<file path="src/pat_pkg.sv">
`default_nettype none

package pat_pkg;

	// ====================
	// widths and base types
	// ====================
	localparam int D_WIDTH = 8;  // fixed by the 8 bit immediate

	typedef logic [D_WIDTH-1:0] data_t;  // acc, operand, memory word
	typedef logic [19:0] instr_t;  // one instruction word
	typedef logic [3:0] opc_t;  // opcode field of any class
	typedef logic [1:0] cond_t;  // commit condition

	// condition codes, 10 and 11 both mean always
	localparam cond_t COND_Z = 2'b00;
	localparam cond_t COND_N = 2'b01;

	// escape into the next class
	localparam opc_t PREFIX = 4'b1111;

	// ====================
	// opcodes
	// ====================
	// i8 class
	localparam opc_t OPC_OR = 4'b0000;
	localparam opc_t OPC_AND = 4'b0001;
	localparam opc_t OPC_ADDM = 4'b0010;
	localparam opc_t OPC_SUBM = 4'b0011;
	localparam opc_t OPC_ADD = 4'b0100;
	localparam opc_t OPC_SUB = 4'b0101;
	localparam opc_t OPC_LDI = 4'b0110;
	localparam opc_t OPC_LDM = 4'b0111;
	localparam opc_t OPC_STAM = 4'b1011;
	localparam opc_t OPC_ORM = 4'b1101;
	localparam opc_t OPC_ANDM = 4'b1110;
	// i3 class
	localparam opc_t OPC_SHL = 4'b0000;
	localparam opc_t OPC_SHLO = 4'b0001;
	localparam opc_t OPC_SHR = 4'b0010;
	localparam opc_t OPC_ASR = 4'b0011;
	localparam opc_t OPC_IN = 4'b0101;
	localparam opc_t OPC_OUT = 4'b1000;
	// i0 class
	localparam opc_t OPC_NOT = 4'b0000;
	localparam opc_t OPC_NOP = 4'b1111;

	localparam instr_t NOP_INSTR = 20'hfffff;  // all prefixes, then i0 nop

	// ====================
	// decoded op
	// ====================
	typedef enum logic [3:0] {
		ALU_OR, ALU_AND, ALU_ADD, ALU_SUB, ALU_NOT,
		ALU_SHL, ALU_SHLO, ALU_SHR, ALU_ASR, ALU_PASS_B
	} alu_op_t;

	// where the new acc value comes from
	typedef enum logic [1:0] {SRC_ALU, SRC_IMM, SRC_IN} src_t;

	typedef struct packed {
		alu_op_t func;
		src_t src;
		data_t operand;  // memory word or immediate
		data_t imm;  // raw immediate, store address
		cond_t cond;
		logic wr_acc;
		logic wr_mem;
		logic do_out;
	} dec_op_t;

	typedef struct packed {
		logic en;
		data_t addr;
		data_t data;
	} mem_wr_t;

endpackage

`default_nettype wire

</file>
<file path="src/pat_alu.sv">
`default_nettype none

module pat_alu
(
	input wire pat_pkg::alu_op_t i_func,
	input wire pat_pkg::data_t i_a,  // accumulator
	input wire pat_pkg::data_t i_b,  // operand
	output pat_pkg::data_t o_y
);

	import pat_pkg::*;

	logic [2:0] shamt;  // shifts use low 3 bits only
	data_t shl_y;
	data_t shr_y;
	data_t asr_y;
	data_t ones_mask;
	data_t shlo_y;

	assign shamt = i_b[2:0];

	// ====================
	// shifters
	// ====================
	assign shl_y = i_a << shamt;
	assign shr_y = i_a >> shamt;
	assign asr_y = $signed(i_a) >>> shamt;  // sign bit copied in

	// shlo: shift left, vacated bits become ones
	assign ones_mask = ~({D_WIDTH{1'b1}} << shamt);  // low shamt bits set
	assign shlo_y = shl_y | ones_mask;

	// ====================
	// function select
	// ====================
	always_comb
	begin
		case (i_func)
			ALU_OR: o_y = i_a | i_b;
			ALU_AND: o_y = i_a & i_b;
			ALU_ADD: o_y = i_a + i_b;  // wraps, no carry kept
			ALU_SUB: o_y = i_a - i_b;
			ALU_NOT: o_y = ~i_a;  // b ignored
			ALU_SHL: o_y = shl_y;
			ALU_SHLO: o_y = shlo_y;
			ALU_SHR: o_y = shr_y;
			ALU_ASR: o_y = asr_y;
			ALU_PASS_B: o_y = i_b;  // ldm path
			default: o_y = i_b;
		endcase
	end

endmodule

`default_nettype wire

</file>
<file path="src/pat_core.sv">
`default_nettype none

module pat_core
#(
	parameter int DMEM_WORDS = 32
)
(
	input wire logic clk,
	input wire logic reset,
	input wire pat_pkg::instr_t i_instr,
	input wire pat_pkg::data_t i_inputs,
	output pat_pkg::data_t o_acc,
	output pat_pkg::data_t o_outputs
);

	import pat_pkg::*;

	data_t rd_addr;  // decode -> dmem
	data_t rd_data;  // dmem -> decode, same cycle
	dec_op_t dec_op;  // decode -> execute
	mem_wr_t mem_wr;  // execute -> dmem

	// ====================
	// stages
	// ====================
	pat_decode u_pat_decode
	(
		.clk(clk),
		.reset(reset),
		.i_instr(i_instr),
		.i_rd_data(rd_data),
		.o_rd_addr(rd_addr),
		.o_op(dec_op)
	);

	pat_data_mem
	#(
		.DMEM_WORDS(DMEM_WORDS)
	)
	u_pat_data_mem
	(
		.clk(clk),
		.reset(reset),
		.i_rd_addr(rd_addr),
		.i_wr(mem_wr),
		.o_rd_data(rd_data)
	);

	pat_execute u_pat_execute
	(
		.clk(clk),
		.reset(reset),
		.i_op(dec_op),
		.i_inputs(i_inputs),
		.o_wr(mem_wr),
		.o_acc(o_acc),
		.o_outputs(o_outputs)
	);

endmodule

`default_nettype wire

</file>
<file path="src/pat_data_mem.sv">
`default_nettype none

module pat_data_mem
#(
	parameter int DMEM_WORDS = 32  // power of two
)
(
	input wire logic clk,
	input wire logic reset,
	input wire pat_pkg::data_t i_rd_addr,
	input wire pat_pkg::mem_wr_t i_wr,
	output pat_pkg::data_t o_rd_data
);

	import pat_pkg::*;

	localparam int AW = $clog2(DMEM_WORDS);  // index bits, addr wraps

	data_t mem [DMEM_WORDS];

	logic [AW-1:0] rd_idx;
	logic [AW-1:0] wr_idx;

	// modulo by dropping upper addr bits
	assign rd_idx = i_rd_addr[AW-1:0];
	assign wr_idx = i_wr.addr[AW-1:0];

	// comb read, same cycle as decode
	assign o_rd_data = mem[rd_idx];

	always_ff @(posedge clk)
	begin
		if (reset)
		begin
			// wipe every word
			for (int i = 0; i < DMEM_WORDS; i++)
			begin
				mem[i] <= '0;
			end
		end
		else if (i_wr.en)
		begin
			mem[wr_idx] <= i_wr.data;  // visible to reads after this edge
		end
	end

endmodule

`default_nettype wire

</file>
<file path="src/pat_decode.sv">
`default_nettype none

module pat_decode
(
	input wire logic clk,
	input wire logic reset,
	input wire pat_pkg::instr_t i_instr,  // new word every cycle
	input wire pat_pkg::data_t i_rd_data,  // comb read data from dmem
	output pat_pkg::data_t o_rd_addr,
	output pat_pkg::dec_op_t o_op
);

	import pat_pkg::*;

	instr_t instr_q;  // stage 1 instruction register

	// instruction fields
	cond_t cond;
	opc_t opc_i8;
	opc_t opc_i3;
	opc_t opc_i0;
	data_t imm8;
	logic [2:0] imm3;

	logic is_i8;
	logic is_i3;
	data_t imm;  // class dependent immediate
	logic mem_op;  // operand from dmem
	dec_op_t dec;

	// ====================
	// field split
	// ====================
	// bits 19:15 and 12 carry nothing here
	assign cond = instr_q[14:13];
	assign opc_i8 = instr_q[11:8];
	assign imm8 = instr_q[7:0];
	assign opc_i3 = instr_q[7:4];  // overlaps imm8
	assign opc_i0 = instr_q[3:0];
	assign imm3 = instr_q[2:0];

	// class from the prefix chain
	assign is_i8 = (opc_i8 != PREFIX);
	assign is_i3 = !is_i8 && (opc_i3 != PREFIX);

	assign imm = is_i8 ? imm8 : {{(D_WIDTH-3){1'b0}}, imm3};  // i3 zero extended

	assign o_rd_addr = imm8;  // memory always addressed by i8 imm

	// ====================
	// opcode decode
	// ====================
	always_comb
	begin
		dec = '0;  // unknown opcode -> no effect
		dec.func = ALU_PASS_B;
		dec.src = SRC_ALU;
		mem_op = 1'b0;
		if (is_i8)
		begin
			case (opc_i8)
				OPC_OR: begin dec.func = ALU_OR; dec.wr_acc = 1'b1; end
				OPC_AND: begin dec.func = ALU_AND; dec.wr_acc = 1'b1; end
				OPC_ADD: begin dec.func = ALU_ADD; dec.wr_acc = 1'b1; end
				OPC_SUB: begin dec.func = ALU_SUB; dec.wr_acc = 1'b1; end
				OPC_ADDM: begin dec.func = ALU_ADD; dec.wr_acc = 1'b1; mem_op = 1'b1; end
				OPC_SUBM: begin dec.func = ALU_SUB; dec.wr_acc = 1'b1; mem_op = 1'b1; end
				OPC_ORM: begin dec.func = ALU_OR; dec.wr_acc = 1'b1; mem_op = 1'b1; end
				OPC_ANDM: begin dec.func = ALU_AND; dec.wr_acc = 1'b1; mem_op = 1'b1; end
				OPC_LDM: begin dec.wr_acc = 1'b1; mem_op = 1'b1; end  // pass_b of mem word
				OPC_LDI: begin dec.src = SRC_IMM; dec.wr_acc = 1'b1; end
				OPC_STAM: dec.wr_mem = 1'b1;
				default: ;  // 1000, 1001, 1010, 1100 unused
			endcase
		end
		else if (is_i3)
		begin
			case (opc_i3)
				OPC_SHL: begin dec.func = ALU_SHL; dec.wr_acc = 1'b1; end
				OPC_SHLO: begin dec.func = ALU_SHLO; dec.wr_acc = 1'b1; end
				OPC_SHR: begin dec.func = ALU_SHR; dec.wr_acc = 1'b1; end
				OPC_ASR: begin dec.func = ALU_ASR; dec.wr_acc = 1'b1; end
				OPC_IN: begin dec.src = SRC_IN; dec.wr_acc = 1'b1; end
				OPC_OUT: dec.do_out = 1'b1;  // old acc to port
				default: ;
			endcase
		end
		else
		begin
			// i0, opcode in low nibble
			case (opc_i0)
				OPC_NOT: begin dec.func = ALU_NOT; dec.wr_acc = 1'b1; end
				OPC_NOP: ;  // explicit nop
				default: ;
			endcase
		end
		dec.cond = cond;
		dec.imm = imm;
		dec.operand = mem_op ? i_rd_data : imm;  // operand select
	end

	// ====================
	// pipeline registers
	// ====================
	always_ff @(posedge clk)
	begin
		if (reset)
		begin
			instr_q <= NOP_INSTR;
			o_op <= '0;  // all write flags low
		end
		else
		begin
			instr_q <= i_instr;
			o_op <= dec;  // stage 2 decoded op
		end
	end

endmodule

`default_nettype wire

</file>
<file path="src/pat_execute.sv">
`default_nettype none

module pat_execute
(
	input wire logic clk,
	input wire logic reset,
	input wire pat_pkg::dec_op_t i_op,  // registered decoded op
	input wire pat_pkg::data_t i_inputs,  // sampled at commit
	output pat_pkg::mem_wr_t o_wr,
	output pat_pkg::data_t o_acc,
	output pat_pkg::data_t o_outputs
);

	import pat_pkg::*;

	data_t acc;  // the accumulator
	logic z;  // acc was zero one edge ago
	logic n;  // acc was negative one edge ago
	logic cond_ok;
	data_t alu_y;
	data_t result;

	// ====================
	// condition and result
	// ====================
	always_comb
	begin
		case (i_op.cond)
			COND_Z: cond_ok = z;
			COND_N: cond_ok = n;
			default: cond_ok = 1'b1;  // 10, 11 always
		endcase
	end

	pat_alu u_pat_alu
	(
		.i_func(i_op.func),
		.i_a(acc),
		.i_b(i_op.operand),
		.o_y(alu_y)
	);

	// acc source mux
	always_comb
	begin
		case (i_op.src)
			SRC_IMM: result = i_op.operand;  // ldi
			SRC_IN: result = i_inputs;
			default: result = alu_y;
		endcase
	end

	// ====================
	// commit
	// ====================
	always_ff @(posedge clk)
	begin
		if (reset)
		begin
			acc <= '0;
			z <= 1'b0;
			n <= 1'b0;
			o_outputs <= '0;
		end
		else
		begin
			// flags track acc every edge, not only on commit
			z <= (acc == '0);
			n <= acc[D_WIDTH-1];
			if (cond_ok && i_op.wr_acc)
			begin
				acc <= result;
			end
			if (cond_ok && i_op.do_out)
			begin
				o_outputs <= acc;  // value before this edge
			end
		end
	end

	// store goes out comb, memory writes it at the commit edge
	assign o_wr.en = cond_ok && i_op.wr_mem;
	assign o_wr.addr = i_op.imm;
	assign o_wr.data = acc;  // old acc

	assign o_acc = acc;

endmodule

`default_nettype wire

</file>
<file path="config.mk">
export PLATFORM = sky130hd
export DESIGN_NAME = pat_core
export DESIGN_NICKNAME = d
export VERILOG_FILES = /design/src/pat_pkg.sv /design/src/pat_alu.sv /design/src/pat_core.sv /design/src/pat_data_mem.sv /design/src/pat_decode.sv /design/src/pat_execute.sv
export SDC_FILE = /design/constraint.sdc
export NUM_CORES = 1
export LEC_CHECK = 0
export ABC_AREA = 1
export BUFFER_PORTS_ARGS = -buffer_cell sky130_fd_sc_hd__buf_2
export CAP_MARGIN = 25
export CORE_ASPECT_RATIO = 1.5
export CORE_MARGIN = 4
export CORE_UTILIZATION = 35
export DETAILED_ROUTE_END_ITERATION = 10
export GPL_TIMING_DRIVEN = 0
export PLACE_DENSITY_LB_ADDON = 0.08
export SETUP_SLACK_MARGIN = 0.5
export SYNTH_ARGS = -nofsm -noshare
export SYNTH_HDL_FRONTEND = slang
export SYNTH_SLANG_ARGS = --single-unit
</file>
<file path="constraint.sdc">
create_clock -name clk -period 3.2 [get_ports clk]
set_input_delay 0.8 -clock clk [delete_from_list [all_inputs] [get_ports clk]]
set_output_delay 0.8 -clock clk [all_outputs]
set_load 0.02 [all_outputs]
</file>
# Word-level counts from Yosys, hierarchy flattened
# Memory sizes are Yosys's and may differ from the RTL's. A register that Yosys moved wholly into a read port is not among the register bits.
# Index checks and enable logic that the tools add are counted.
# totals
regBits,57
ram_bits,256
output_inout_bits,16
n_memories,1
# memory_table
name,words,word_bits,rd,rd_ports_with_merged_regs,wr,line,source
u_pat_data_mem.mem,32,8,1,1,32,pat_data_mem.sv:19,data_t mem [DMEM_WORDS];
# classes
add_sub_neg,2
n_eq_ne,28
n_shift,4
n_mux,31
n_bitwise,7
n_reduce_logical,21
# ops
op,count
one-hot mux 8 bit (9 select lines),1
equality test 4 x 3 -> 1 bit (second input constant),9
one-hot mux 4 bit (4 select lines),2
equality test 4 x 2 -> 1 bit (second input constant),6
two-way mux 8 bit,3
equality test 4 bit (second input constant),5
logical NOT 4 bit,4
two-way mux 1 bit,16
NOT 8 bit,2
OR 8 bit,2
one-hot mux 8 bit (2 select lines),1
equality test 4 x 1 -> 1 bit (second input constant),3
two-way mux 5 bit,2
OR reduction 10 bit,1
OR reduction 2 bit,5
OR reduction 5 bit,2
adder 8 bit,1
AND 8 bit,1
logical NOT 8 bit,1
two-way mux 4 bit,2
inequality test 4 bit (second input constant),2
OR reduction 8 bit,1
<< shifter 8 x 3 -> 8 bit,1
<< shifter 8 x 3 -> 8 bit (first input constant),1
13 further kinds,19

# Longest topological paths before layout
# Gate-level depths: netlist (run 1).
# depth
ltp_word,8
depth_mapped,21

# Modules after synthesis
# From an unflattened synthesis (run 1), not the netlist that was laid out.
# unflattened
cells_unflattened,1950
hier_area_um2,16151.7
# modules_own_cells
module,instances,cells_each,area_per_inst_um2
pat_data_mem,1,1239,11793.8
pat_alu,1,348,1664.1
pat_decode,1,184,1535.2
pat_execute,1,179,1158.6

# Least setup slack after synthesis (run 1)
# Ideal clock, no wire load.
# synth_timing
path_type,reg2reg
start,register u_pat_decode.o_op[14] (netlist bit)
end,register u_pat_execute.acc[7] (netlist: u_pat_execute.o_acc[7])
t_arrival_ns,2.362
required_time_ns,3.081
slack_ns,0.719
path_stages_with_launch,21
path_buffers,1
synth_period_minus_slack_ns,2.481
cell_sequence,dfxtp_1 inv_1 buf_2 ha_1 nand2_1 inv_1 nand2_1 o31ai_1 xor2_1 inv_1 ha_1 nand2_1 inv_1 nand2_1 nand2_1 a21oi_1 nand3_1 nand3_1 nand2_1 nand2_1 a21oi_1
# synth_via
elab_chain_cells,5
# synth_lines
item,line,source
from (decl),pat_decode.sv:10,output pat_pkg::dec_op_t o_op
from (signal assigned),pat_decode.sv:110,o_op <= '0;
from (signal assigned),pat_decode.sv:115,o_op <= dec;
"parallel branches: the longest is 3 deep, another holds subtractor 8 bit",--,
one-hot mux 8 bit (9 select lines) (*),pat_alu.sv:38,case (i_func)
one-hot mux 8 bit (2 select lines) (*),pat_execute.sv:46,case (i_op.src)
to (signal assigned),pat_execute.sv:72,acc <= result;
to (decl),pat_execute.sv:16,data_t acc;
# Mark *: on every way between the ends.
# A chain may end at the register's enable or synchronous reset.

==> flow_summary_export.csv, run 1 <==
group,metric,value,unit
die,start_util,35.4,%
synth,synth_cells,1767,
placed_design,dp_hpwl,46200,um
clock_tree,cts_htree_levels,2,
power_and_ir_drop,powerDensity,571,nW/um^2
critical_path,r2r-start,"u_pat_decode.instr_q[1]",
synth,ys_warn_count,0,
synth,async_flop_share,0,%
timing,tightest_slew,1.23,ns
synth,synthTopCellsByArea,"edfxtp_1, nor2_1, nand2_1, dfxtp_1, nand3_1",
grt,first_global_vias,12900,
drt,drt_iter0_drc,1373,
critical_path,end_kind,"register",
cells_and_area,fin_nets,1904,
synth,yosysMostFrequentCell,"nor2_1",
grt,grt_pass1_wl,91300,um
clock_tree,numCtsBuffers,34,
synth,seq_area_frac_synth,57.7,%
critical_path,crit_path_start_kind,"register",
clock_tree,clockBufferDepth,3,
clock_tree,clk_pin_slew,0.06,ns
critical_path,max_stage_delay,0.72,ns
job,maxCapViolCount,0,
critical_path,cp_slowest_cell,"clkdlybuf4s15_1",
grt,overflow,0,
placed_design,gp_congestion,0.962,
critical_path,criticalPathCategory,"reg -> reg",
critical_path,cpLargestDelayFamily,"simple AND/OR/NAND/NOR gates",
placed_design,placedCellCount,2377,
power_and_ir_drop,total_power,10.1,mW
die,rows,93,
die,coreArea,43100,um^2
timing,max_slew_margin,17.9,%
power_and_ir_drop,p_leak,6.75,nW
cells_and_area,drive_above_1_share,12.2,%
timing,finalHoldViolations,0,
placed_design,port_buffers,38,
timing,fmax,364,MHz
timing,finalSetupViolations,0,
clock_tree,cts_tree,"yes",
clock_tree,insertion_delay,0.53,ns
synth,synth_edf_count,256,
synth,synth_top_area_cell,"edfxtp_1",
die,dieHeight,264,um
timing,setup_slack,0.453,ns
timing,fin_skew,0.0217,ns
synth,synth_flop_cell,"edfxtp_1",
die,die_width,178,um
drt,routed_wl,64900,um
timing,slew_violations,0,
drt,final_antenna_net_count,0,
synth,synth-seq-cells,312,
die,dieArea,47100,um^2
timing,rsz0062_at_grt,"true",
hold_path,hold_path.class,"reg -> reg",
critical_path,path_max_fanout,10,
drt,num_vias,13300,
grt,grt_max_degree,14,
grt,antenna_found_initial,0,
critical_path,cp-startpoint,"u_pat_decode.instr_q[1]",
drt,wl_per_cell,26.5,um
critical_path,cp_cell_sequence,"inv_2 > clkdlybuf4s15_1 > nand3_1 > nand3_1 > nand3_1 > o21ai_0 > nand2_1 > nand2_1 > nor2_1",
clock_tree,clkSinkCount,312,
drt,vias_per_cell,5.44,
timing,timing.hold.ws,0.402,ns
grt,track_usage,27.1,%
die,io_pins,46,
synth,syn_nets,1814,
hold_path,hold_start,"u_pat_decode.instr_q[13]",
run_status,outcome,"finished, final reports clean",
drt,drc,0,
critical_path,worstPathArrival,3.22,ns
synth,ys_types,45,
synth,syn_area,15300,um^2
drt,first_pass_iters,6,
critical_path,path_buf_inv,2,
cells_and_area,fill_cells,4433,
timing,finalSetupTns,0,ns
cells_and_area,postLayoutCoreUtil,41.0,%
clock_tree,root_buffer,"clkbuf_16",
cells_and_area,final_cell_count_no_fill,2453,
timing,fin_crit,2.75,ns
timing,fin_crit_sh,85.8,%
power_and_ir_drop,ir_drop,0.276,mV
placed_design,post-place-ws,-0.385,ns
synth,synth_commonest_cells,"nor2_1, nand2_1, edfxtp_1, nand3_1, o21ai_0",
placed_design,placed_cell_area,16200,um^2
cells_and_area,final_area,17700,um^2
clock_tree,postCtsHoldBufs,0,
critical_path,required,3.67,ns
critical_path,cpMostUsedCell,"nand3_1",
synth,syn_avg_cell_area,8.63,um^2
synth,synth_top_area_share,50.4,%
cells_and_area,area_growth,15.7,%
repair_timing:
action	CTS	global route
setup buffers	9	5
resized for setup	42	39
pin swaps	11	15
setup endpoints to repair	8	116
layout by cell type, fill, tap and decap left out, types with 4 or more instances in the layout:
master / netlist / routed
nor2_1: 415 / 414
nand2_1: 410 / 389
edfxtp_1: 256 / 256
nand3_1: 131 / 125
o21ai_0: 125 / 122
inv_1: 80 / 78
buf_2: 28 / 63
clkbuf_1: 53 / 61
dfxtp_1: 56 / 52
a21oi_1: 55 / 51
clkbuf_16: 0 / 35
buf_4: 11 / 25
nand2_2: 1 / 21
nand4_1: 16 / 16
or2_2: 15 / 15
nor3_1: 12 / 11
ha_1: 16 / 11
clkinv_1: 7 / 10
o211ai_1: 9 / 9
inv_2: 9 / 8
nor2_4: 6 / 7
a31oi_1: 7 / 7
nand3_2: 2 / 7
o21ai_1: 4 / 6
clkinv_2: 2 / 6
o22ai_1: 6 / 6
xor2_1: 4 / 4
o2111ai_1: 4 / 4
nand3b_1: 4 / 4
ha_4: 0 / 4
logic make-up after synthesis:
logic type / Yosys count / share of synthesized area, %
compound gates: 219 / 7.71
buf+inv: 191 / 5.22
mux: 1 / 0.0656
fa+ha+maj: 17 / 1.44
xor+xnor: 4 / 0.230
simple gates: 1023 / 27.6
flops: 312 / 57.7
metal layers:
layer	share of wire [%]	track usage, %	up-vias
li1	-	-	6083
met1	35	30.3	6478
met2	51	47.6	579
met3	5.4	3.35	202
met4	8.0	18.1	0
met5	0	0	-
sequential cells by signal, summed over array words and instances, names as in the netlist:
name,count
u_pat_decode.instr_q,14
u_pat_data_mem.mem,256
u_pat_execute.o_acc,8
u_pat_execute.n,1
u_pat_execute.z,1
u_pat_decode.o_op,24
u_pat_execute.o_outputs,8
worst register-to-register path, stage by stage (launching register included):
cell,delay [ns]
dfxtp_1,0.60
inv_2,0.17
clkdlybuf4s15_1,0.72
nand3_1,0.43
nand3_1,0.13
nand3_1,0.19
o21ai_0,0.20
nand2_1,0.13
nand2_1,0.05
nor2_1,0.07
final timing paths:
path              cells after the start               endpoint  slack (ns)
hold / removal                        2   u_pat_decode.o_op[3]        0.40
setup reg to reg                      9  u_pat_decode.o_op[19]        0.45
setup / recovery                      9  u_pat_decode.o_op[19]        0.45
hold reg to reg                       2   u_pat_decode.o_op[3]        0.40
where the power goes:
| group | switching [mW] | total (mW) | leakage (nW) | internal [mW] |
|---|---|---|---|---|
| Clock | 1.69 | 3.99 | 0.530 | 2.30 |
| Sequential | 0.114 | 4.65 | 3.10 | 4.53 |
| Combinational | 1.06 | 1.44 | 3.11 | 0.378 |
| Total | 2.87 | 10.1 | 6.75 | 7.21 |
final cells by class:
type                       instances  area, um^2  share of cell area, %
buffer                            93         468                   2.65
multi-input combinational       1264        5850                   33.1
inverter                          98         399                   2.26
clock inverter                    14         146                  0.829
sequential                       312        8820                   49.9
antenna                            1        2.50                 0.0142
timing repair buffer              54         318                   1.80
clock buffer                      47         941                   5.33
tap                              570         713                   4.04
Power figures use the tool's default switching activity.
==> inputs of run 2 (changes only) <==
--- a/config.mk
+++ b/config.mk
@@ -6,7 +6,7 @@
 export NUM_CORES = 1
 export LEC_CHECK = 0
 export ABC_AREA = 1
-export BUFFER_PORTS_ARGS = -buffer_cell sky130_fd_sc_hd__buf_2
+export BUFFER_PORTS_ARGS = -buffer_cell sky130_fd_sc_hd__clkbuf_2
 export CAP_MARGIN = 25
 export CORE_ASPECT_RATIO = 1.5
 export CORE_MARGIN = 4
==> flow_summary_export.csv, run 2 (same netlist as run 1, synthesis figures left out) <==
group,metric,value,unit
run_status,outcome,"finished, final reports clean",
cells_and_area,area_growth,14.9,%
critical_path,criticalPathCategory,"in -> reg",
die,coreArea,43100,um^2
critical_path,path_max_fanout,10,
power_and_ir_drop,clock_power_share,37.7,%
grt,first_global_vias,12700,
die,start_util,35.4,%
die,dieHeight,264,um
power_and_ir_drop,p_int,6.94,mW
clock_tree,clk_pin_slew,0.06,ns
cells_and_area,final_area,17500,um^2
grt,overflow,0,
clock_tree,cts_htree_levels,1,
die,dieArea,47100,um^2
drt,vias_per_cell,5.43,
clock_tree,clkSinkCount,312,
timing,rsz0062_at_grt,"false",
critical_path,cpLargestDelayFamily,"buffers and inverters",
cells_and_area,final_cell_mix,"nor2_1, nand2_1, edfxtp_1",
critical_path,crit_path_start_kind,"primary input",
timing,fin_crit_sh,81.5,%
cells_and_area,final_common_cell,"nor2_1",
grt,grt_max_degree,17,
timing,slew_violations,0,
placed_design,dp_hpwl,46500,um
placed_design,post-place-ws,-0.461,ns
cells_and_area,drive_above_1_share,12.5,%
placed_design,placedCellCount,2377,
critical_path,path_buf_inv,3,
timing,finalSetupViolations,0,
critical_path,worstPathArrival,2.82,ns
grt,grt_pass1_wl,91300,um
grt,antenna_found_initial,0,
power_and_ir_drop,p_comb_share,14.7,%
cells_and_area,antenna_cells,0,
timing,tightest_slew,1.21,ns
power_and_ir_drop,p_sw_share,28.9,%
critical_path,required,3.41,ns
drt,first_pass_iters,6,
drt,wl_per_cell,26.4,um
power_and_ir_drop,total_power,9.75,mW
drt,num_vias,13300,
clock_tree,cts_tree,"yes",
timing,finalSetupTns,0,ns
critical_path,cp_slowest_cell,"clkbuf_1",
power_and_ir_drop,powerDensity,556,nW/um^2
timing,fmax,384,MHz
grt,track_usage,27.0,%
power_and_ir_drop,share_seq_of_total_power,47.6,%
cells_and_area,largest_reg_flops,256,
timing,max_slew_margin,19.3,%
placed_design,port_buffers,38,
placed_design,gp_congestion,0.979,
cells_and_area,top_regs,"u_pat_data_mem.mem x256, u_pat_decode.o_op x24, u_pat_decode.instr_q x14",
critical_path,cp_cell_sequence,"clkbuf_1 > inv_2 > clkbuf_1 > nand2_1",
timing,fin_skew,0.0451,ns
critical_path,cpMostUsedCell,"clkbuf_1",
hold_path,hold_path.class,"in -> reg",
die,die_width,178,um
critical_path,end_kind,"register",
power_and_ir_drop,ir_drop,0.440,mV
cells_and_area,final_cell_count_no_fill,2446,
clock_tree,insertion_delay,0.62,ns
power_and_ir_drop,p_sw,2.82,mW
job,maxCapViolCount,0,
timing,finalHoldViolations,0,
drt,drc,0,
critical_path,max_stage_delay,0.92,ns
die,rows,93,
timing,fin_crit,2.61,ns
timing,setup_slack,0.593,ns
cells_and_area,fin_nets,1902,
drt,drt_iter0_drc,1247,
clock_tree,root_buffer,"clkbuf_16",
placed_design,placed_cell_area,16200,um^2
die,io_pins,46,
cells_and_area,regMostFlops,"u_pat_data_mem.mem",
drt,routed_wl,64700,um
drt,final_antenna_net_count,0,
clock_tree,postCtsHoldBufs,0,
clock_tree,clockBufferDepth,3,
power_and_ir_drop,p_leak,6.70,nW
clock_tree,numCtsBuffers,31,
==> run 2: power groups by stage <==
stage / Clock (mW) / Sequential (mW) / Combinational (mW)
2_1_floorplan: 0 / 4.68 / 0.742
3_3_place_gp: 0 / 4.72 / 1.31
3_5_place_dp: 0 / 4.73 / 1.30
4_1_cts: 3.71 / 4.64 / 1.36
5_1_grt: 3.87 / 4.65 / 1.53
6_report: 3.67 / 4.64 / 1.44
==> run 2: per-stage QoR <==
step	util [%]	hold slack (ns)
floorplan	-	0.388
global placement	37.5	0.397
detailed placement	37.6	0.405
CTS	40.2	0.349
global route	40.7	0.365
finish	40.7	0.373
==> run 2: layout make-up <==
cell class,count,area (um^2)
buffer,93,457
multi-input combinational,1264,5840
tap,570,713
clock buffer,46,907
sequential,312,8820
timing repair buffer,55,325
clock inverter,8,76.3
fill,4369,25500
inverter,98,399
==> run 2: routing by layer <==
metal | up-vias | share of wire (%) | routed length (um) | global-route usage, %
met1 | 6402 | 36 | 23200 | 30.7
met2 | 595 | 51 | 33100 | 48.0
met4 | 0 | 7.8 | 5020 | 16.9
li1 | 6068 | - | - | -
met5 | - | 0 | 0 | 0
met3 | 206 | 5.3 | 3410 | 2.78
==> run 2: final timing paths <==
check / from / endpoint / slack [ns] / cells past startpoint
max: reset / u_pat_data_mem.mem[7][5] / 0.59 / 4
min: i_instr[0] / u_pat_decode.instr_q[0] / 0.37 / 2
max reg2reg: u_pat_decode.o_op[13] / u_pat_execute.o_acc[7] / 0.61 / 21
min reg2reg: u_pat_decode.instr_q[13] / u_pat_decode.o_op[3] / 0.41 / 2
==> run 2: repair_timing <==
action	in CTS	in global routing
gates resized for setup	37	44
buffers inserted	3	12
pin swaps	4	13
setup endpoints to repair	9	136
==> run 2: worst register-to-register path: cells and delay by family, from the launching register on <==
family / cells / cell delay, ns
compound gates: 3 / 0.47
buf+inv: 6 / 0.47
flops: 1 / 0.38
simple gates: 9 / 0.64
xor+xnor: 1 / 0.19
fa+ha+maj: 2 / 0.38
